### src/mu_pkg.sv
package mu_pkg;

   // ##########################################################
   // widths shared by the memory unit.
   // ##########################################################

   localparam int unsigned MU_WORD_W = 32;

   // the bank index field is wide enough for up to 256 banks.
   localparam int unsigned MU_BANK_SEL_W = 8;

   // ##########################################################
   // opcodes and states.
   // ##########################################################

   typedef enum logic [2:0] {
      MU_LB  = 3'd0,
      MU_LBU = 3'd1,
      MU_LH  = 3'd2,
      MU_LHU = 3'd3,
      MU_LW  = 3'd4,
      MU_SB  = 3'd5,
      MU_SH  = 3'd6,
      MU_SW  = 3'd7
   } mu_op_e;

   typedef enum logic [1:0] {
      IDLE = 2'd0,
      REQ  = 2'd1,
      WAIT = 2'd2
   } mu_issue_state_e;

   // ##########################################################
   // structs carried between the blocks.
   // ##########################################################

   // one operation from the execute stage.
   typedef struct packed {
      mu_op_e               op;
      logic [MU_WORD_W-1:0] base;
      logic [MU_WORD_W-1:0] offset;
      logic [MU_WORD_W-1:0] wdata;
   } mu_op_t;

   // one request to a bank with the store data already in lane position.
   typedef struct packed {
      logic                 we;
      logic [3:0]           be;
      logic [MU_WORD_W-1:0] word_addr;
      logic [MU_WORD_W-1:0] wdata;
   } mu_req_t;

   // what the merge block needs to finish a load or a fault.
   typedef struct packed {
      mu_op_e                   op;
      logic [1:0]               byte_off;
      logic [MU_BANK_SEL_W-1:0] bank;
      logic                     fault;
   } mu_tag_t;

   // one result for write-back.
   typedef struct packed {
      logic [MU_WORD_W-1:0] data;
      logic                 fault;
      logic [MU_WORD_W-1:0] addr;
   } mu_wb_t;

endpackage

### src/mu_issue.sv
`timescale 1ns/1ps

module mu_issue #(
   parameter int unsigned NUM_BANKS = 4
) (
   input  logic                 clk,
   input  logic                 arst_n_i,
   input  logic                 op_valid_i,
   input  mu_pkg::mu_op_t       op_i,
   output logic                 op_ready_o,
   output logic [NUM_BANKS-1:0] bank_req_valid_o,
   output mu_pkg::mu_req_t      bank_req_o,
   input  logic [NUM_BANKS-1:0] bank_req_ready_i,
   output logic                 tag_valid_o,
   output mu_pkg::mu_tag_t      tag_o,
   output logic [31:0]          addr_o,
   input  logic                 done_i
);

   import mu_pkg::*;

   mu_issue_state_e          state_q;
   mu_op_t                   op_q;
   logic                     req_valid_q;
   mu_req_t                  req_q;
   logic [MU_BANK_SEL_W-1:0] bank_q;

   logic [31:0]              addr;
   logic [31:0]              word_addr;
   logic [1:0]               byte_off;
   logic [MU_BANK_SEL_W-1:0] bank_sel;
   logic                     is_store;
   logic                     misaligned;
   logic [3:0]               be;
   logic [31:0]              lane_wdata;
   logic                     req_accept;
   logic                     issue_now;

   // ##########################################################
   // address, alignment and lane setup from the held operation.
   // ##########################################################

   assign addr      = op_q.base + op_q.offset;
   assign word_addr = {2'b00, addr[31:2]};
   assign byte_off  = addr[1:0];
   assign is_store  = (op_q.op == MU_SB) || (op_q.op == MU_SH) || (op_q.op == MU_SW);

   // the banks are interleaved, so the low word bits pick the bank.
   assign bank_sel = word_addr[MU_BANK_SEL_W-1:0] & MU_BANK_SEL_W'(NUM_BANKS - 1);

   always_comb begin
      misaligned = 1'b0;
      be         = 4'b1111;
      lane_wdata = op_q.wdata;
      case (op_q.op)
         MU_LB, MU_LBU, MU_SB: begin
            be         = 4'b0001 << byte_off;
            lane_wdata = {4{op_q.wdata[7:0]}};
         end
         MU_LH, MU_LHU, MU_SH: begin
            misaligned = byte_off[0];
            be         = 4'b0011 << byte_off;
            lane_wdata = {2{op_q.wdata[15:0]}};
         end
         default: begin
            misaligned = (byte_off != 2'b00);
         end
      endcase
   end

   // ##########################################################
   // control.
   // ##########################################################

   assign op_ready_o = (state_q == IDLE);
   assign issue_now  = (state_q == REQ) && !req_valid_q;
   assign req_accept = req_valid_q && (|(bank_req_valid_o & bank_req_ready_i));

   always_ff @(posedge clk or negedge arst_n_i) begin
      if (!arst_n_i) begin
         state_q     <= IDLE;
         req_valid_q <= 1'b0;
      end else begin
         case (state_q)
            IDLE: begin
               if (op_valid_i) begin
                  state_q <= REQ;
               end
            end
            REQ: begin
               if (issue_now) begin
                  // a misaligned access never reaches a bank.
                  if (misaligned) begin
                     state_q <= WAIT;
                  end else begin
                     req_valid_q <= 1'b1;
                  end
               end else if (req_accept) begin
                  req_valid_q <= 1'b0;
                  state_q     <= is_store ? IDLE : WAIT;
               end
            end
            WAIT: begin
               if (done_i) begin
                  state_q <= IDLE;
               end
            end
            default: state_q <= IDLE;
         endcase
      end
   end

   always_ff @(posedge clk) begin
      if (op_valid_i && op_ready_o) begin
         op_q <= op_i;
      end
      if (issue_now) begin
         req_q  <= '{we: is_store, be: be, word_addr: word_addr, wdata: lane_wdata};
         bank_q <= bank_sel;
      end
   end

   always_comb begin
      for (int k = 0; k < NUM_BANKS; k++) begin
         bank_req_valid_o[k] = req_valid_q && (bank_q == MU_BANK_SEL_W'(k));
      end
   end

   assign bank_req_o = req_q;

   // loads and faults hand their tag over in the first REQ cycle.
   assign tag_valid_o = issue_now && (misaligned || !is_store);
   assign tag_o       = '{op: op_q.op, byte_off: byte_off, bank: bank_sel, fault: misaligned};
   assign addr_o      = addr;

   // ##########################################################
   // checks.
   // ##########################################################

   // a bank request belongs to the one operation in flight.
   a_one_in_flight: assert property (@(posedge clk) disable iff (!arst_n_i)
      (|bank_req_valid_o) |-> (state_q == REQ) && !done_i);

   a_req_held: assert property (@(posedge clk) disable iff (!arst_n_i)
      (|bank_req_valid_o) && !(|(bank_req_valid_o & bank_req_ready_i))
      |=> $stable(bank_req_valid_o) && $stable(bank_req_o));

endmodule

### config.mk
export PLATFORM = sky130hd
export DESIGN_NAME = mu_issue
export DESIGN_NICKNAME = d
export VERILOG_FILES = /design/src/mu_pkg.sv /design/src/mu_issue.sv
export SDC_FILE = /design/constraint.sdc
export NUM_CORES = 1
export LEC_CHECK = 0
export ABC_AREA = 1
export BUFFER_PORTS_ARGS = -buffer_cell sky130_fd_sc_hd__clkbuf_2
export CAP_MARGIN = 10
export CORE_UTILIZATION = 30
export CTS_BUF_LIST = sky130_fd_sc_hd__clkbuf_8
export DETAILED_ROUTE_END_ITERATION = 8
export GPL_TIMING_DRIVEN = 0
export PLACE_DENSITY = 0.62
export RECOVER_POWER = 50
export REMOVE_ABC_BUFFERS = 1
export SLEW_MARGIN = 20
export SYNTH_ARGS = -nofsm -noshare
export SYNTH_HDL_FRONTEND = slang
export SYNTH_SLANG_ARGS = --single-unit
### constraint.sdc
create_clock -name clk -period 9.1 [get_ports clk]
set_input_delay 1.82 -clock clk [delete_from_list [all_inputs] [get_ports clk]]
set_output_delay 1.82 -clock clk [all_outputs]
set_load 0.02 [all_outputs]
# After elaboration in Yosys (flattened, before gate mapping)
# Index checks and enable logic that the tools add are counted.
[word_totals]
register_bits = 171
in_bits = 107
out_inout_bits = 121
word_cells = 67
[classes]
add_sub_neg = 1
eq_ne = 16
n_shift = 2
muxes = 13
n_bitwise = 1
reduce_logical = 23
[op_table]
columns = ["op", "count"]
rows = [
  ["case mux 32 bit (2 select lines)", 1],
  ["adder 32 bit", 1],
  ["2-to-1 mux 2 bit", 6],
  ["equality test 3 bit, second input constant", 3],
  ["logical AND 1 bit", 8],
  ["zero test 8 bit", 1],
  ["case mux 4 bit (2 select lines)", 1],
  ["equality test 2 bit, second input constant", 3],
  ["equality test 3 x 2 -> 1 bit, second input constant", 2],
  ["inequality test 2 bit, second input constant", 3],
  ["inequality test 3 bit, second input constant", 2],
  ["case mux 2 bit (3 select lines)", 1],
  ["OR reduction 3 bit", 2],
  ["bitwise AND 4 bit", 1],
  ["equality test 2 x 1 -> 1 bit, second input constant", 2],
  ["AND reduction 4 bit", 1],
  ["nonzero test 2 bit", 2],
  ["OR reduction 4 bit", 1],
  ["<< shifter 1 x 2 -> 4 bit, first input constant", 1],
  ["<< shifter 2 x 2 -> 4 bit, first input constant", 1],
  ["equality test 3 x 1 -> 1 bit, second input constant", 1],
  ["zero test 3 bit", 1],
  ["logical OR 1 bit", 3],
  ["2-to-1 mux 1 bit", 3],
  ["other kinds (4)", 5],
]

# Logic depth before layout (Yosys ltp)
[depth]
depth_word = 8
ltp_mapped = 11

# Least setup slack after synthesis
# No wires, ideal clock.
[synth_timing]
path_kind = "in2reg"
startpoint = "input port op_valid_i"
endpoint = "register op_q[0] (netlist bit) (enable)"
t_arrival_ns = 8.571
required_time_ns = 8.420
setup_slack_ns = -0.150
cell_stages = 2
n_path_buf = 0
cell_sequence = "inv_1 -> nor3_1"
[synth_via]
elab_chain_len = 1
[synth_rtl]
columns = ["item", "line_no", "source"]
rows = [
  ["start, declared", "mu_issue.sv:8", "input logic op_valid_i,"],
  ["logical AND 1 bit", "mu_issue.sv:114", "if (op_valid_i && op_ready_o) begin"],
  ["end signal, assigned", "mu_issue.sv:115", "op_q <= op_i;"],
  ["end, declared", "mu_issue.sv:23", "mu_op_t op_q;"],
]
# Every way passes these cells.
# A chain may end at the register's enable or synchronous reset.

# Final worst setup path
[layout_timing]
startpoint = "register state_q[0]"
endpoint = "output port tag_valid_o"
[layout_via]
elab_chain_len = 3
[layout_rtl]
columns = ["item", "line_no", "source"]
rows = [
  ["start, declared", "mu_issue.sv:22", "mu_issue_state_e state_q;"],
  ["start signal, assigned", "mu_issue.sv:100", "state_q <= is_store ? IDLE : WAIT;"],
  ["equality test 2 x 1 -> 1 bit", "mu_issue.sv:76", "assign issue_now = (state_q == REQ) && !req_valid_q;"],
  ["logical AND 1 bit", "mu_issue.sv:76", ""],
  ["named net issue_now", "mu_issue.sv:37", "logic issue_now;"],
  ["logical AND 1 bit", "mu_issue.sv:132", "assign tag_valid_o = issue_now && (misaligned || !is_store);"],
  ["end, declared", "mu_issue.sv:14", "output logic tag_valid_o,"],
]
# The timed path passes the listed nets, and every way through them passes these cells.

==> results.toml <==
[hold_path]
worstHoldPathType = "flop to flop"

[timing]
timing.fmax_ghz = 0.200
tightestPinTransition_ns = 1.65
setup_viol_count_final = 0
max-slew-margin-rel = -0.109
hold_viol_final = 0
timing.final.ws_setup_ns = 4.09
period_share = 0.550
slew_violations = 12
rsz0062_at_grt = "false"
skew_ns = 0.0125
fin_crit_ns = 5.01

[synth]
synth_edf_count = 166
synth.distinct_cells = 28
synthCells = 812
synth_seq_area_share = 0.619
ys.flop_type = "edfxtp_1"
synth_most_common_cell = "nand2_1"
syn_avg_cell_area_um2 = 10.1
yosys-top-cells-count = "259 x nand2_1, 166 x edfxtp_1, 145 x inv_1"
synth_seq_cells = 169
async_flop_share = 0.0178
syn-cell-area_um2 = 8170
synth_top_cell_by_area = "edfxtp_1"
synth_top_area_frac = 0.610
synth.area.top_cells = "edfxtp_1 61%, nand2_1 12%, inv_1 6.7%, ha_1 4.7%, nand3_1 2.0%"
yosysWarnings = 0

[route]
drt-total-wl_um = 19700
drt_iter0_drc = 400
vias_per_cell = 4.31
dr.pass1.iters = 6
drc = 0
ant_nets = 0
wire_per_inst_um = 14.1
num_vias = 6053

[critical_path]
slowest_delay_ns = 0.92
crit_top_cell = "inv_1"
path_cells = "inv_1 > nor2_1 > inv_1 > nor2_1 > clkbuf_1 > nand2_1 > inv_1 > clkbuf_2"
slowest_stage = "nor2_1"
crit_family = "simple AND/OR/NAND/NOR gates"
r2r-start = "state_q[0]$_DFFE_PN0P_"
r2r_cells = 6
r2r_slack_ns = 5.22
cp-start-kind = "flop"
startpoint = "state_q[0]$_DFFE_PN0P_"
worstPathArrival_ns = 3.19
crit_path_end = "tag_valid_o"
crit_fanout = 17
crit_buf_inv = 5
cp_num_cells = 8
cp-end-kind = "primary output"
required_ns = 7.28
reg2reg_to = "bank_req_o[58]$_DFFE_PP_"
path_class = "flop to primary output"

[power_and_ir_drop]
powerDensity_nw_per_um2 = 302
pwr-share-seq = 0.395
p_switching_uw = 1310
p_comb_frac = 0.430
max-vdd-ir-drop_mv = 0.116
swShare = 0.433
p_int_uw = 1720
leakagePower_uw = 0.00487
clockPowerShare = 0.174

[clock_network]
cts_inserted_buffers = 17
cts_tree = "yes"
htreeDepth = 4
clockBufferDepth = 2
path_clk_slew_ns = 0.10
hold_buffers = 0
cts_root_buf = "clkbuf_8"
post_cts_buffers = 0
cts_resized = 0
cts.sinks = 169
insertion_delay_ns = 0.46

[placed_design]
io_buffers = 219
gp_congestion = 0.839
place_ws_ns = 4.99
place_hpwl_um = 15600

[global_routing]
grt_max_degree = 27
grt.total_usage = 0.142
antenna_found_initial = 0
grt_first_pass_wirelength_um = 30000
gr-total-overflow = 0
grt_pass1_vias = 5783

[die]
core_um2 = 26900
ios = 228
num_rows = 60
dieHeight_um = 167
die-area_um2 = 27900
start_util = 0.304
die_x_um = 167

[run_status]
violations = "capacitance limit, slew limit"
run_status = "finished, violations left"

[job]
maxCapViolCount = 1

[cells_and_area]
finalNetCount = 1188
n_antenna_cell = 0
area_delta_synth_final_pct = 22.6
layout-drive-gt1-share = 0.261
fin_util = 0.373
[kinds of logic (layout without fill, tap and decap cells)]
group / after synthesis / in the layout / share of synthesized area
simple gates: 368 / 368 / 0.185
flops: 169 / 169 / 0.619
buf+inv: 168 / 411 / 0.0853
compound gates: 50 / 50 / 0.0324
fa+ha+maj: 32 / 32 / 0.0499
xor+xnor: 16 / 16 / 0.0171
mux: 8 / 8 / 0.0110
other cells: 1 / 8 / 0.000459
[layer usage]
metal,track usage,part of all wire,up-vias
li1,-,-,3080
met1,0.167,0.43,2778
met2,0.255,0.50,179
met3,0.0378,0.058,16
met4,0.0382,0.011,0
met5,0,0,-
[cell usage in the layout, fill, tap and decap left out, types with 3 or more instances in the layout]
cell	n
a21oi_1	22
buf_4	8
clkbuf_1	6
clkbuf_2	217
clkbuf_8	17
clkinv_4	4
conb_1	8
dfrtp_1	3
edfxtp_1	166
ha_1	31
inv_1	145
inv_8	5
mux2_2	8
nand2_1	266
nand2_2	7
nand3_1	35
nand4_1	5
nor2_1	43
nor3_1	9
o21ai_0	22
xor2_1	15
[registers in the layout, summed over array words and instances, names as in the netlist]
| signal | flops |
|---|---|
| bank_q | 1 |
| bank_req_o | 66 |
| op_q | 96 |
| req_valid_q | 1 |
| state_q | 2 |
| tag_o | 3 |
[layout make-up]
type	instances	area (µm²)
fill	2718	16900
timing repair buffer	232	1180
sequential	169	5060
tap	341	427
multi-input combinational	482	2420
clock inverter	15	156
inverter	147	552
clock buffer	17	234
[power groups by stage]
stage          Combinational [µW]  Sequential [µW]  Clock [µW]
2_1_floorplan                 743             1350           0
3_3_place_gp                 1290             1260           0
3_5_place_dp                 1360             1210           0
4_1_cts                      1370             1200         552
5_1_grt                      1440             1210         577
6_report                     1300             1200         528
[through the flow]
stage	std cells	power [µW]	hold slack [ns]	cell area, µm²	TNS [ns]
after floorplan	798	2090	0.444	8060	-14.93
after global placement	1358	2550	0.459	9580	-339.23
after CTS	1403	3110	0.499	10100	0
final	1403	3030	0.495	10000	0
after detailed placement	1371	2580	0.468	9750	0
after global routing	1403	3230	0.513	10000	0
[worst min path at each step]
stage          cells past startpoint               from                       to  slack [ns]
4_1_cts                            0  op_q[2]$_DFFE_PP_  bank_req_o[2]$_DFFE_PP_        0.50
5_1_grt                            0  op_q[3]$_DFFE_PP_  bank_req_o[3]$_DFFE_PP_        0.51
3_3_place_gp                       0  op_q[5]$_DFFE_PP_  bank_req_o[5]$_DFFE_PP_        0.46
6_report                           0  op_q[5]$_DFFE_PP_  bank_req_o[5]$_DFFE_PP_        0.50
3_5_place_dp                       0  op_q[2]$_DFFE_PP_  bank_req_o[2]$_DFFE_PP_        0.47
2_1_floorplan                      0  op_q[0]$_DFFE_PP_  bank_req_o[0]$_DFFE_PP_        0.44
(Power assumes the default switching activity.)
