`src/mu_pkg.sv`:
```
package mu_pkg;

   // ##########################################################
   // widths shared by the memory unit.
   // ##########################################################

   localparam int unsigned MU_WORD_W = 32;

   // the bank index field is wide enough for up to 256 banks.
   localparam int unsigned MU_BANK_SEL_W = 8;

   // ##########################################################
   // opcodes and states.
   // ##########################################################

   typedef enum logic [2:0] {
      MU_LB  = 3'd0,
      MU_LBU = 3'd1,
      MU_LH  = 3'd2,
      MU_LHU = 3'd3,
      MU_LW  = 3'd4,
      MU_SB  = 3'd5,
      MU_SH  = 3'd6,
      MU_SW  = 3'd7
   } mu_op_e;

   typedef enum logic [1:0] {
      IDLE = 2'd0,
      REQ  = 2'd1,
      WAIT = 2'd2
   } mu_issue_state_e;

   // ##########################################################
   // structs carried between the blocks.
   // ##########################################################

   // one operation from the execute stage.
   typedef struct packed {
      mu_op_e               op;
      logic [MU_WORD_W-1:0] base;
      logic [MU_WORD_W-1:0] offset;
      logic [MU_WORD_W-1:0] wdata;
   } mu_op_t;

   // one request to a bank with the store data already in lane position.
   typedef struct packed {
      logic                 we;
      logic [3:0]           be;
      logic [MU_WORD_W-1:0] word_addr;
      logic [MU_WORD_W-1:0] wdata;
   } mu_req_t;

   // what the merge block needs to finish a load or a fault.
   typedef struct packed {
      mu_op_e                   op;
      logic [1:0]               byte_off;
      logic [MU_BANK_SEL_W-1:0] bank;
      logic                     fault;
   } mu_tag_t;

   // one result for write-back.
   typedef struct packed {
      logic [MU_WORD_W-1:0] data;
      logic                 fault;
      logic [MU_WORD_W-1:0] addr;
   } mu_wb_t;

endpackage

```
`src/mu_resp_merge.sv`:
```
`timescale 1ns/1ps

module mu_resp_merge #(
   parameter int unsigned NUM_BANKS = 4
) (
   input  logic                       clk,
   input  logic                       arst_n_i,
   input  logic                       tag_valid_i,
   input  mu_pkg::mu_tag_t            tag_i,
   input  logic [31:0]                addr_i,
   output logic                       done_o,
   input  logic [NUM_BANKS-1:0]       bank_rsp_valid_i,
   input  logic [NUM_BANKS-1:0][31:0] bank_rsp_data_i,
   output logic [NUM_BANKS-1:0]       bank_rsp_ready_o,
   output logic                       wb_valid_o,
   output mu_pkg::mu_wb_t             wb_o,
   input  logic                       wb_ready_i
);

   import mu_pkg::*;

   logic                 pend_q;
   mu_tag_t              tag_q;
   logic [31:0]          addr_q;
   logic                 wb_valid_q;
   mu_wb_t               wb_q;

   logic                 rsp_take;
   logic [MU_WORD_W-1:0] rsp_word;
   logic [MU_WORD_W-1:0] shifted;
   logic [MU_WORD_W-1:0] load_data;

   // ##########################################################
   // bank response select.
   // ##########################################################

   always_comb begin
      rsp_word = '0;
      for (int k = 0; k < NUM_BANKS; k++) begin
         bank_rsp_ready_o[k] = pend_q && (tag_q.bank == MU_BANK_SEL_W'(k));
         if (bank_rsp_ready_o[k]) begin
            rsp_word = bank_rsp_data_i[k];
         end
      end
   end

   assign rsp_take = |(bank_rsp_valid_i & bank_rsp_ready_o);

   // move the addressed lane down, then extend.
   assign shifted = rsp_word >> {tag_q.byte_off, 3'b000};

   always_comb begin
      case (tag_q.op)
         MU_LB:   load_data = {{24{shifted[7]}}, shifted[7:0]};
         MU_LBU:  load_data = {24'd0, shifted[7:0]};
         MU_LH:   load_data = {{16{shifted[15]}}, shifted[15:0]};
         MU_LHU:  load_data = {16'd0, shifted[15:0]};
         default: load_data = rsp_word;
      endcase
   end

   // ##########################################################
   // write-back register.
   // ##########################################################

   always_ff @(posedge clk or negedge arst_n_i) begin
      if (!arst_n_i) begin
         pend_q     <= 1'b0;
         wb_valid_q <= 1'b0;
      end else begin
         if (tag_valid_i) begin
            pend_q     <= !tag_i.fault;
            wb_valid_q <= tag_i.fault;
         end else if (rsp_take) begin
            pend_q     <= 1'b0;
            wb_valid_q <= 1'b1;
         end else if (done_o) begin
            wb_valid_q <= 1'b0;
         end
      end
   end

   always_ff @(posedge clk) begin
      if (tag_valid_i) begin
         tag_q  <= tag_i;
         addr_q <= addr_i;
         if (tag_i.fault) begin
            wb_q <= '{data: '0, fault: 1'b1, addr: addr_i};
         end
      end else if (rsp_take) begin
         wb_q <= '{data: load_data, fault: 1'b0, addr: addr_q};
      end
   end

   assign wb_valid_o = wb_valid_q;
   assign wb_o       = wb_q;
   assign done_o     = wb_valid_q && wb_ready_i;

   a_wb_stable: assert property (@(posedge clk) disable iff (!arst_n_i)
      wb_valid_o && !wb_ready_i |=> wb_valid_o && $stable(wb_o));

endmodule

```
`config.mk`:
```
export PLATFORM = sky130hd
export DESIGN_NAME = mu_resp_merge
export DESIGN_NICKNAME = d
export VERILOG_FILES = /design/src/mu_pkg.sv /design/src/mu_resp_merge.sv
export SDC_FILE = /design/constraint.sdc
export NUM_CORES = 1
export LEC_CHECK = 0
export ABC_AREA = 1
export BUFFER_PORTS_ARGS = -buffer_cell sky130_fd_sc_hd__buf_2
export CAP_MARGIN = 10
export CORE_UTILIZATION = 48
export CTS_BUF_LIST = sky130_fd_sc_hd__clkbuf_4 sky130_fd_sc_hd__clkbuf_8
export DETAILED_ROUTE_END_ITERATION = 8
export PLACE_DENSITY = 0.8
export SYNTH_ARGS = -nofsm -noshare
export SYNTH_HDL_FRONTEND = slang
export SYNTH_SLANG_ARGS = --single-unit
```
`constraint.sdc`:
```
create_clock -name clk -period 12.6 [get_ports clk]
set_input_delay 0.63 -clock clk [delete_from_list [all_inputs] [get_ports clk]]
set_output_delay 0.63 -clock clk [all_outputs]
set_load 0.005 [all_outputs]
```
After elaboration in Yosys (flattened, before gate mapping)
Index checks and enable logic that the tools add are counted. Widths: inputs -> output; s select.

Bits in registers: 112. Input port bits: 182. Output and inout port bits: 71.

Shifts and indexed selects: 1. Equality and inequality tests: 7. Multiplexer cells: 13. Reduce and logical (&&, ||, !) cells: 12. Bitwise operators: 1.

Operators with widths (number): $mux 65 (3); $mux 32 (4); $pmux 32 s4 (1); $shr 32x5->16 (1); $eq 8x2->1 const B (2); $eq 8x1->1 const B (1); $logic_not 8->1 (1); $eq 3x2->1 const B (2); $logic_and 1x1->1 (5); $mux 1 (5); $and 4x4->4 (1); $reduce_or 4->1 (1); $eq 3x1->1 const B (1); $logic_not 3->1 (1); $reduce_bool 3->1 (1); $ne 2x1->1 const B (1); $reduce_and 2->1 (1); $reduce_bool 2->1 (1); $logic_not 1->1 (1).

Depth between registers and ports, before layout
Gate-level depths: netlist of the first run.

Depth after elaboration: 10. Depth in mapped cells: 17. Gate-level depth less buffers: 15.

Worst setup path after synthesis of the first run
OpenSTA, ideal clock, no wires.

Kind: register to register. Start: register tag_q[4] (netlist bit). End: register wb_q (netlist bit wb_o[0]), enable pin. Data required time: 12.112 ns. Path buffers: 2. Slack: 8.035 ns. Cell stages (with the launch flop): 12. Data arrival time: 4.076 ns. Cells stage by stage: edfxtp_1 -> nor2_4 -> nand2_2 -> nor2_4 -> buf_6 -> nand2_2 -> inv_2 -> buf_6 -> nand2_1 -> o21ai_0 -> a211oi_1 -> nor2_1.

Word-level cells in the longest chain between the ends: 6. Elaborated cells between the ends (all ways): 12. Those cells by class: eq/ne (3); bitwise (1); reduce/logical (8).

RTL lines: start: declaration (RTL line mu_resp_merge.sv:23) `mu_tag_t tag_q;`; start signal: assignment (RTL line mu_resp_merge.sv:85) `tag_q <= tag_i;`; $eq 8x1->1, or another cell as far along (RTL line mu_resp_merge.sv:40) `bank_rsp_ready_o[k] = pend_q && (tag_q.bank == MU_BANK_SEL_W'(k));`; $logic_and 1x1->1 (RTL line mu_resp_merge.sv:40); $and 4x4->4 (*) (RTL line mu_resp_merge.sv:47) `assign rsp_take = |(bank_rsp_valid_i & bank_rsp_ready_o);`; $reduce_or 4->1 (*) (RTL line mu_resp_merge.sv:47); $reduce_bool 2->1 (no source line) (*); $reduce_and 2->1 (no source line) (*); end signal: assignment (RTL line mu_resp_merge.sv:88) `wb_q <= '{data: '0, fault: 1'b1, addr: addr_i};`; end signal: assignment (RTL line mu_resp_merge.sv:91) `wb_q <= '{data: load_data, fault: 1'b0, addr: addr_q};`; end: declaration (RTL line mu_resp_merge.sv:26) `mu_wb_t wb_q;`.

Mark *: on every way between the ends. The rest lies on a longest branch, timed or not. A chain may end at the register's enable or synchronous reset.

Worst setup path after layout of the first run
Start: register tag_q[4] (netlist bit). End: register wb_q (netlist bit wb_o[44]), enable pin.

Same word-level chain as after synthesis.

==> results.md, run 1 <==
- Wl on met1: between 6 and 7 mm
- Final wirelength: 17.1 mm
- Via count: between 5000 and 6000
- Worst Path Arrival: ~3.2 ns
- Vias in the first global route: approximately 5400
- Met3 Wirelength: ~1.2 mm
- Most frequent cell after synthesis: nand2_1
- Post-synth EDFFs: 110
- H-tree levels: 3
- Placed insts: roughly 1100
- Worst path slowest cell: nor3_4
- # diodes: 0
- Post-synth top area share: between 50% and 60%
- Int Pwr: around 0.00056 W
- Top FF cell, synth: edfxtp_1
- Initial Utilization: 49.1%
- Fin nets: 1148
- VDD IR-drop max: 0.0628 mV
- Area Overhead vs Synth: 23.4%
- Initial antenna violation count: 0
- Setup Skew: roughly 0.014 ns
- Top post-synthesis cells by area: edfxtp_1 (53%), nand2_1 (18%), nand3_1 (8.8%), nor2_1 (3.5%), inv_1 (2.5%)
- Layout cells sized above 1: a little under a third
- Dpl hpwl: roughly 13 mm
- Max Cap Viol: 0
- CP Data Required Time: around 13 ns
- Fin Setup TNS: 0 ns
- Clock sink count: 112
- Final setup viols: 0
- Drt drc: 0
- Post-CTS setup buffers: 0
- Hold-fix buffers at CTS: 0
- Commonest cells in the netlist: nand2_1 (300), edfxtp_1 (110), nand3_1 (109), nor2_1 (57), inv_1 (42)
- Sw Share: 26.2%
- Pwr dens: ~100 mW/mm²
- FFs w/ async S/R, synth: roughly 1.8%
- Vias per Instance: between 5 and 6
- Outcome: complete, no violations
- Final Slew Violations: 0
- Clock slew at reported path FFs: around 0.11 ns
- Area leader, netlist: edfxtp_1
- Antenna-violating nets left: 0
- Final Hold Fails: 0
- Crit path cell chain: nor2_4 -> nand2_4 -> nor3_4 -> nand2_1 -> nand2_1 -> a211oi_1 -> nor2_4 -> buf_4
- Netlist area before placement: between 0.006 and 0.007 mm²
- CP delay by family, top: simple AND/OR/NAND/NOR gates
- Crit path max fanout: 65
- CTS tree: done
- Final hold slack: 0.0233 ns
- Fin area: about 0.0076 mm²
- Largest net degree at the start of global routing: a little under 90
- Final period util: approximately 25%
- Core area: 0.0126 mm²
- Clock Tree Buf Depth: 2
- Post-synthesis sequential area ratio: a little over half
- Setup ws final: approximately 9.4 ns
- GP Congestion: approximately 0.96
- Cell variety after synth: 37
- Setup Crit Path Kind: flop to flop
- Seq pwr share: between 50% and 60%
- WP buf/inv: 1
- Hold WC Path Type: input pin to asynchronous set/reset pin
- Clk_lat worst skew: 0.37 ns
- Net count after synthesis: 920
- Least-Margin Pin Slew: 1.14 ns
- Routed length on met2: about 8.6 mm
- Max incr delay on CP: around 0.92 ns
- F_max: 317 MHz
- Critical Path Source Type: flop
- Post-cts sizing count: 0
- Part of the power in the clock network: between 20% and 30%
- Site row count: between 40 and 50
- CP endpoint kind: flop
- CTS root buffer: clkbuf_8
- Post-DP Area: 0.00746 mm²
- Pre-CTS worst setup slack: about 9.5 ns
- Max Used Layer: met4
- Unrepaired setup endpoints after global routing: false
- Post-Syn Instances: between 700 and 800
- Rel. slew slack: about a quarter
- Total gr overflow: 0
- FF+latch count, synth: 112
- Router iterations before antenna repair: 5
- Comb pwr share: between 10% and 20%
- Static leakage power: 3.88 nW
- PortBufs: between 200 and 300
- First-pass GRT wire length: ~26 mm
- Die Wd: 116 µm
- Number of CTS-inserted buffers: 9
- Non-filler cells, final: about 1100
- Gr usage total: between 20% and 30%
- Sw power: about 0.0002 W
- Die Span Y: approximately 120 µm
- Yosys warning total: 0
- Drt wl/cell: approximately 15 µm
- Minimum clock period after layout: around 3.2 ns
- Avg Cell Area, Syn: approximately 8.4 µm²
- Io pins: about 250
- Iter 0 DRT Violations: a little over 500
- Die area: about 0.013 mm²
-- area by class of cell --
cell class / count / area (µm²)
Multi-Input combinational cell: 540 / 2420
Fill cell: 1198 / 4970
Inverter: 48 / 183
Clock buffer: 9 / 124
Timing Repair Buffer: 255 / 1290
Tap cell: 172 / 215
Sequential cell: 112 / 3350
Clock inverter: 7 / 66.3
-- per-stage QoR --
step,util [%],power [W]
finish,60.6,0.000758
global route,60.6,0.000793
floorplan,-,0.000504
detailed placement,59.1,0.000564
global placement,59.1,0.000561
CTS,60.6,0.000764
-- worst register-to-register path, stage by stage (launching register included) --
cell and delay, ns:
edfxtp_1 0.43, nor2_4 0.19, nand2_4 0.10, nor3_4 0.92, nand2_1 0.12, nand2_1 0.10
a211oi_1 0.11, nor2_4 0.11, buf_4 0.63
-- sequential cells by signal (all words and copies together), names as in the netlist --
| register | count |
|---|---|
| wb_o | 65 |
| pend_q | 1 |
| tag_q | 13 |
| addr_q | 32 |
| wb_valid_o | 1 |
-- cell families (layout without fill, tap and decap cells) --
group	Yosys count	count (layout)	synth area share, %
AND/OR/NAND/NOR	496	496	34.8
buffers and inverters	86	319	6.98
AO/OA/AOI/OAI	44	44	4.16
flip-flops	112	112	54.1
-- power by group through the flow --
stage          Clock [W]  Sequential (W)  Combinational, W
3_3_place_gp           0        0.000459          0.000102
5_1_grt         0.000222        0.000454          0.000117
4_1_cts         0.000208        0.000451          0.000104
6_report        0.000203        0.000451          0.000104
2_1_floorplan          0        0.000458         0.0000463
3_5_place_dp           0        0.000459          0.000104
-- cell usage in the layout, fill, tap and decap left out, types with 5 or more instances in the layout --
| master | netlist | routed |
|---|---|---|
| o211ai_1 | 6 | 6 |
| a21oi_1 | 18 | 18 |
| nor2_1 | 57 | 56 |
| o21ai_0 | 9 | 9 |
| nand4_1 | 5 | 5 |
| buf_2 | 8 | 251 |
| nand3_1 | 109 | 109 |
| nand2_1 | 300 | 300 |
| edfxtp_1 | 110 | 110 |
| nand2_2 | 5 | 5 |
| inv_1 | 42 | 41 |
| clkbuf_8 | 0 | 9 |
| inv_2 | 4 | 5 |
-- path summary, 6_finish.rpt --
check | startpoint | endpoint | slack (ns) | cells past startpoint
worst max-delay path | tag_q[4] | wb_o[44] | 9.45 | 8
worst min-delay path | arst_n_i | pend_q | 0.02 | 1
worst max register to register | tag_q[4] | wb_o[44] | 9.45 | 8
worst min register to register | addr_q[13] | wb_o[13] | 0.52 | 2
max in group asynchronous | arst_n_i | wb_valid_o | 12.47 | 1
min in group clk | tag_i[6] | tag_q[6] | 0.42 | 1
-- per-layer routing --
| metal | vias up | global-route usage (%) |
|---|---|---|
| li1 | 2890 | - |
| met3 | 37 | 4.18 |
| met1 | 2664 | 32.3 |
| met5 | - | 0 |
| met2 | 267 | 45.4 |
| met4 | 0 | 9.40 |
Power figures use the tool's default switching activity.
==> inputs of run 2 (changes only) <==
CORE_UTILIZATION = 45   (was 48)
PLACE_DENSITY = 0.78   (was 0.8)
clock period = 2.6 ns   (was 12.6 ns; I/O delays follow)
==> results.md, run 2 (synthesis results as in run 1) <==
- Clock sink count: 112 (unchanged)
- Site row count: 42 (was 41)
- Crit path max fanout: 23 (was 65)
- Drt drc: 0 (unchanged)
- Vias in the first global route: 5903 (was 5420)
- CTS root buffer: clkbuf_8 (unchanged)
- H-tree levels: 3 (unchanged)
- VDD IR-drop max: 0.634 mV (was 0.0628 mV)
- Final setup viols: 0 (unchanged)
- Layout cells sized above 1: 31.0% (was 30.8%)
- Critical Path Source Type: flop (unchanged)
- CTS tree: done (unchanged)
- Vias per Instance: 5.00 (was 5.13)
- Least-Margin Pin Slew: 0.977 ns (was 1.14 ns)
- Die Span Y: 119 µm (was 116 µm)
- Flip-flop count of the largest register after layout: 65 (unchanged)
- Setup Crit Path Kind: flop to flop (unchanged)
- Static leakage power: 4.22 nW (was 3.88 nW)
- First-pass GRT wire length: 29.4 mm (was 26.1 mm)
- Unrepaired setup endpoints after global routing: false (unchanged)
- GP Congestion: 0.907 (was 0.956)
- Post-DP Area: 0.00762 mm² (was 0.00746 mm²)
- Gr usage total: 27.0% (was 25.9%)
- Filler cells: 1199 (was 1198)
- Area Overhead vs Synth: 34.9% (was 23.4%)
- Hold WC Path Type: input pin to asynchronous set/reset pin (unchanged)
- Via count: 6084 (was 5858)
- Die area: 0.0142 mm² (was 0.0134 mm²)
- Final Slew Violations: 0 (unchanged)
- Fin nets: 1218 (was 1148)
- Total gr overflow: 0 (unchanged)
- Iter 0 DRT Violations: 472 (was 519)
- Dpl hpwl: 13.6 mm (was 12.9 mm)
- Die Wd: 119 µm (was 116 µm)
- Io pins: 253 (unchanged)
- Number of CTS-inserted buffers: 9 (unchanged)
- Seq pwr share: 55.1% (was 59.5%)
- Outcome: complete, no violations (unchanged)
- Pwr dens: 471 mW/mm² (was 99.1 mW/mm²)
- Router iterations before antenna repair: 5 (unchanged)
- Minimum clock period after layout: 2.35 ns (was 3.15 ns)
- Sw Share: 24.4% (was 26.2%)
- Antenna-violating nets left: 0 (unchanged)
- PortBufs: 252 (unchanged)
- CP Data Required Time: 2.79 ns (was 12.60 ns)
- Most frequent cells in the layout: nand2_1 (300), buf_2 (251), edfxtp_1 (110), nand3_1 (109), nor2_1 (56) (unchanged)
- Initial antenna violation count: 0 (unchanged)
- CP endpoint kind: flop (unchanged)
- Core area: 0.0133 mm² (was 0.0126 mm²)
- Setup Skew: 0.0122 ns (was 0.0141 ns)
- Final wirelength: 18.8 mm (was 17.1 mm)
- Rel. slew slack: 34.9% (was 23.4%)
- Int Pwr: 0.00298 W (was 0.000560 W)
- Initial Utilization: 46.4% (was 49.1%)
- Largest net degree at the start of global routing: 88 (unchanged)
- Comb pwr share: 15.4% (was 13.7%)
- Clk_lat worst skew: 0.38 ns (was 0.37 ns)
- Final hold slack: 0.0843 ns (was 0.0233 ns)
- Fin area: 0.00836 mm² (was 0.00765 mm²)
- Clock slew at reported path FFs: 0.11 ns (about the same)
- Part of the power in the clock network: 29.6% (was 26.8%)
- Worst Path Arrival: 2.54 ns (was 3.15 ns)
- # diodes: 0 (unchanged)
- Clock Tree Buf Depth: 2 (unchanged)
- F_max: 426 MHz (was 317 MHz)
- Max Cap Viol: 0 (unchanged)
- Final Hold Fails: 0 (unchanged)
- Final period util: 90.3% (was 25.0%)
- Commonest non-fill, non-tap cell in the layout: nand2_1 (unchanged)
- Sw power: 0.000960 W (was 0.000198 W)
- Drt wl/cell: 15.5 µm (was 15.0 µm)
## run 2: repair_timing
action / 4_1_cts / 5_1_grt
resized for setup: 0 / 2
endpoints found under the setup margin: 0 / 14
endpoints found under the hold margin: 49 / 0
setup buffers: 0 / 3
hold buffers: 48 / 0
## run 2: area by class of cell
cell class	count	area, µm²	area share [%]
Sequential cell	112	3350	40.1
Clock buffer	11	139	1.66
Multi-Input combinational cell	540	2430	29.1
Timing Repair Buffer	325	1940	23.2
Inverter	48	185	2.21
Clock inverter	5	87.6	1.05
Tap cell	176	220	2.63
## run 2: per-layer routing
metal	wire (µm)	part of all wire, %	vias up	global-route usage [%]
met2	9540	51	232	47.7
met3	1110	5.9	47	5.56
met4	689	3.7	0	12.3
met5	0	0	-	0
met1	7490	40	2769	31.4
li1	-	-	3036	-
## run 2: worst paths after layout
kind                       slack (ns)           startpoint  cells past startpoint    endpoint
setup / recovery                 0.25             tag_q[3]                     15    wb_o[39]
hold / removal                   0.08             arst_n_i                      2  wb_valid_o
setup reg to reg                 0.25             tag_q[3]                     15    wb_o[39]
hold reg to reg                  0.52           addr_q[25]                      2    wb_o[25]
max in group asynchronous        2.42             arst_n_i                      2      pend_q
min in group clk                 0.12  bank_rsp_valid_i[2]                      4      pend_q
## run 2: worst max-delay path: stages (launching register included)
cell and delay, ns:
edfxtp_1 0.42, nor2_4 0.18, nand2_2 0.08, nor2_4 0.19, buf_4 0.15, nand2_2 0.04
inv_2 0.06, buf_4 0.25, nand2_1 0.08, nand2_1 0.08, inv_1 0.05, nand3_1 0.12
nand2_1 0.07, nand3_1 0.08, nand2_1 0.08, a21oi_1 0.23
## run 2: power groups by stage
stage	Sequential [W]	Clock, W	Combinational, W
6_report	0.00217	0.00117	0.000606
5_1_grt	0.00218	0.00126	0.000669
4_1_cts	0.00217	0.00119	0.000597
3_5_place_dp	0.00221	0	0.000539
3_3_place_gp	0.00221	0	0.000531
2_1_floorplan	0.00222	0	0.000227
## run 2: through the flow
| stage | util (%) | setup WS [ns] | instances | TNS [ns] | power (W) |
|---|---|---|---|---|---|
| after detailed placement | 57.1 | 0.221 | 1150 | 0 | 0.00275 |
| after global placement | 57.1 | 0.271 | 1150 | 0 | 0.00274 |
| after global routing | 62.7 | 0.0509 | 1217 | 0 | 0.00411 |
| final | 62.7 | 0.253 | 1217 | 0 | 0.00394 |
| after CTS | 62.4 | 0.204 | 1214 | 0 | 0.00395 |
| after floorplan | - | -0.154 | 738 | -10.00 | 0.00244 |
==> inputs of run 3 (changes only) <==
ABC_AREA = 0   (was 1)
CORE_UTILIZATION = 44   (was 45)
PLACE_DENSITY = 0.89   (was 0.78)
==> results.md, run 3 <==
- Area Overhead vs Synth: 38.9% (was 34.9%)
- FFs w/ async S/R, synth: 1.79% (unchanged)
- Final setup viols: 0 (unchanged)
- Reg area: 0.00335 mm² (unchanged)
- Crit path cell chain: mux4_2 -> nor2b_1 -> nor3_2 -> o32ai_4 -> buf_4 -> o21ai_1 (was nor2_4 -> nand2_2 -> nor2_4 -> buf_4 -> nand2_2 -> inv_2 -> buf_4 -> nand2_1 -> nand2_1 -> inv_1 -> nand3_1 -> nand2_1 -> nand3_1 -> nand2_1 -> a21oi_1)
- PortBufs: 252 (unchanged)
- Core area: 0.0122 mm² (was 0.0133 mm²)
- Die Span Y: 114 µm (was 119 µm)
- Unrepaired setup endpoints after global routing: false (unchanged)
- Final wirelength: 16.2 mm (was 18.8 mm)
- Largest net degree at the start of global routing: 75 (was 88)
- Post-synth EDFFs: 110 (unchanged)
- GP Congestion: 0.916 (was 0.907)
- Final Slew Violations: 0 (unchanged)
- Hold WC Path Type: input pin to asynchronous set/reset pin (unchanged)
- Commonest non-fill, non-tap cell in the layout: buf_2 (was nand2_1)
- VDD IR-drop max: 0.440 mV (was 0.634 mV)
- First-pass GRT wire length: 24.2 mm (was 29.4 mm)
- Cell variety after synth: 48 (was 37)
- Setup Crit Path Kind: flop to flop (unchanged)
- Fin nets: 838 (was 1218)
- Top FF cell, synth: edfxtp_1 (unchanged)
- Filler cells: 882 (was 1199)
- Final hold slack: 0.0369 ns (was 0.0843 ns)
- Site row count: 40 (was 42)
- Gr usage total: 25.1% (was 27.0%)
- Avg Cell Area, Syn: 15.7 µm² (was 8.40 µm²)
- Non-filler cells, final: 829 (was 1217)
- CTS tree: done (unchanged)
- Post-synth top area share: 59.4% (was 53.3%)
- Final Hold Fails: 0 (unchanged)
- WP buf/inv: 1 (was 4)
- Outcome: complete, no violations (unchanged)
- Clock slew at reported path FFs: 0.12 ns (was 0.11 ns)
- Clock Tree Buf Depth: 2 (unchanged)
- Post-CTS setup buffers: 0 (unchanged)
- Multi-input logic area: 0.00208 mm² (was 0.00243 mm²)
- Top post-synthesis cells by area: edfxtp_1 (59%), mux4_2 (12%), mux2_2 (7.7%), mux2i_1 (2.5%), nand2_1 (1.7%) (was edfxtp_1 (53%), nand2_1 (18%), nand3_1 (8.8%), nor2_1 (3.5%), inv_1 (2.5%))
- Io pins: 253 (unchanged)
- Pwr dens: 513 mW/mm² (was 471 mW/mm²)
- Static leakage power: 3.25 nW (was 4.22 nW)
- Vias per Instance: 5.45 (was 5.00)
- Worst path slowest cell: edfxtp_1 (unchanged)
- Die Wd: 114 µm (was 119 µm)
- Setup Skew: 0.0175 ns (was 0.0122 ns)
- Antenna-violating nets left: 0 (unchanged)
- Final Util: 63.5% (was 62.7%)
- Vias in the first global route: 4576 (was 5903)
- Via count: 4522 (was 6084)
- Hold-fix buffers at CTS: 46 (was 48)
- Dpl hpwl: 12.2 mm (was 13.6 mm)
- Placed insts: 767 (was 1150)
- Layout cells sized above 1: 55.4% (was 31.0%)
- CP endpoint kind: flop (unchanged)
- Die area: 0.0131 mm² (was 0.0142 mm²)
- CP delay by family, top: flip-flops (was simple AND/OR/NAND/NOR gates)
- Post-Syn Instances: 355 (was 738)
- # diodes: 0 (unchanged)
- Net count after synthesis: 537 (was 920)
- Post-cts sizing count: 0 (unchanged)
- Initial Utilization: 45.7% (was 46.4%)
- Number of CTS-inserted buffers: 9 (unchanged)
- Drt wl/cell: 19.5 µm (was 15.5 µm)
- Clk_lat worst skew: 0.38 ns (about the same)
- Area leader, netlist: edfxtp_1 (unchanged)
- Crit path max fanout: 16 (was 23)
- Post-synthesis sequential area ratio: 60.3% (was 54.1%)
- Critical Path Source Type: flop (unchanged)
- Most frequent cells in the layout: buf_2 (251), edfxtp_1 (110), dlygate4sd3_1 (46), mux2_2 (38), mux4_2 (29) (was nand2_1 (300), buf_2 (251), edfxtp_1 (110), nand3_1 (109), nor2_1 (56))
- Router iterations before antenna repair: 5 (unchanged)
- Fin Setup TNS: 0 ns (unchanged)
- Post-DP Area: 0.00706 mm² (was 0.00762 mm²)
- Minimum clock period after layout: 2.45 ns (was 2.35 ns)
- CTS root buffer: clkbuf_8 (unchanged)
- Max Cap Viol: 0 (unchanged)
- Clock sink count: 112 (unchanged)
- Yosys warning total: 0 (unchanged)
- Initial antenna violation count: 0 (unchanged)
- FF+latch count, synth: 112 (unchanged)
- F_max: 409 MHz (was 426 MHz)
- CP Data Required Time: 2.73 ns (was 2.79 ns)
- Flip-flop count of the largest register after layout: 65 (unchanged)
- Fin area: 0.00772 mm² (was 0.00836 mm²)
- H-tree levels: 3 (unchanged)
- Total gr overflow: 0 (unchanged)
- Final period util: 94.1% (was 90.3%)
- Worst Path Arrival: 2.57 ns (was 2.54 ns)
- Drt drc: 0 (unchanged)
- Iter 0 DRT Violations: 572 (was 472)
- Netlist area before placement: 0.00556 mm² (was 0.00620 mm²)
- Commonest cells in the netlist: edfxtp_1 (110), mux2_2 (38), mux4_2 (29), nand2_1 (25), nor2_1 (22) (was nand2_1 (300), edfxtp_1 (110), nand3_1 (109), nor2_1 (57), inv_1 (42))
- Rel. slew slack: 49.5% (was 34.9%)
- Least-Margin Pin Slew: 0.756 ns (was 0.977 ns)
- Most frequent cell after synthesis: edfxtp_1 (was nand2_1)
- Max incr delay on CP: 0.64 ns (was 0.42 ns)
-- run 3: cell types whose count changed after synthesis, sizes merged, moves of 29 or more --
cell / before / now
nand2: 308 / 35
inv: 47 / 4
mux4: 0 / 29
mux2: 0 / 38
nor2: 62 / 22
nand3: 112 / 4
-- run 3: cells by family (layout without fill, tap and decap cells) --
family	after synthesis	count (layout)	share of synthesized area, %
flip-flops	112	112	60.3
AO/OA/AOI/OAI	48	48	6.48
multiplexers	81	81	22.0
AND/OR/NAND/NOR	90	90	8.69
buffers and inverters	24	330	2.52
-- run 3: worst reg2reg max path: stages (launching register included) --
cell	delay [ns]
edfxtp_1	0.64
mux4_2	0.59
nor2b_1	0.23
nor3_2	0.09
o32ai_4	0.26
buf_4	0.28
o21ai_1	0.10
-- run 3: metrics by stage --
stage               setup slack, ns  power, W
floorplan                   -0.0153   0.00259
global placement              0.304   0.00288
detailed placement            0.201   0.00291
CTS                           0.161   0.00397
global route                 0.0167   0.00411
finish                        0.155   0.00396
-- run 3: area by class of cell --
cell class / instances / share of cell area [%]
multi-input cells: 219 / 26.9
repair buffers: 310 / 24.2
inverters: 4 / 0.195
clock inverters: 7 / 0.973
well taps: 168 / 2.72
clock buffers: 9 / 1.61
flip-flops and latches: 112 / 43.5
-- run 3: final timing paths --
kind,from,end,slack (ns),cells after the start
worst max-delay path,tag_q[1],wb_o[59],0.15,6
worst max register to register,tag_q[1],wb_o[59],0.15,6
worst min register to register,pend_q,pend_q,0.54,1
min in group clk,wb_ready_i,wb_valid_o,0.05,3
max in group asynchronous,arst_n_i,pend_q,2.47,2
worst min-delay path,arst_n_i,wb_valid_o,0.04,2
-- run 3: power by group --
part / switching, W / internal, W
registers: 0.0000632 / 0.00212
clock network: 0.000647 / 0.000375
logic: 0.000341 / 0.000409
total: 0.00105 / 0.00291
-- run 3: routing by layer --
layer	up-vias	part of all wire, %	global-route usage (%)
met5	-	0	0
met2	316	51	42.9
met1	2131	39	31.1
met3	51	7.5	5.61
li1	2024	-	-
met4	0	3.3	9.78
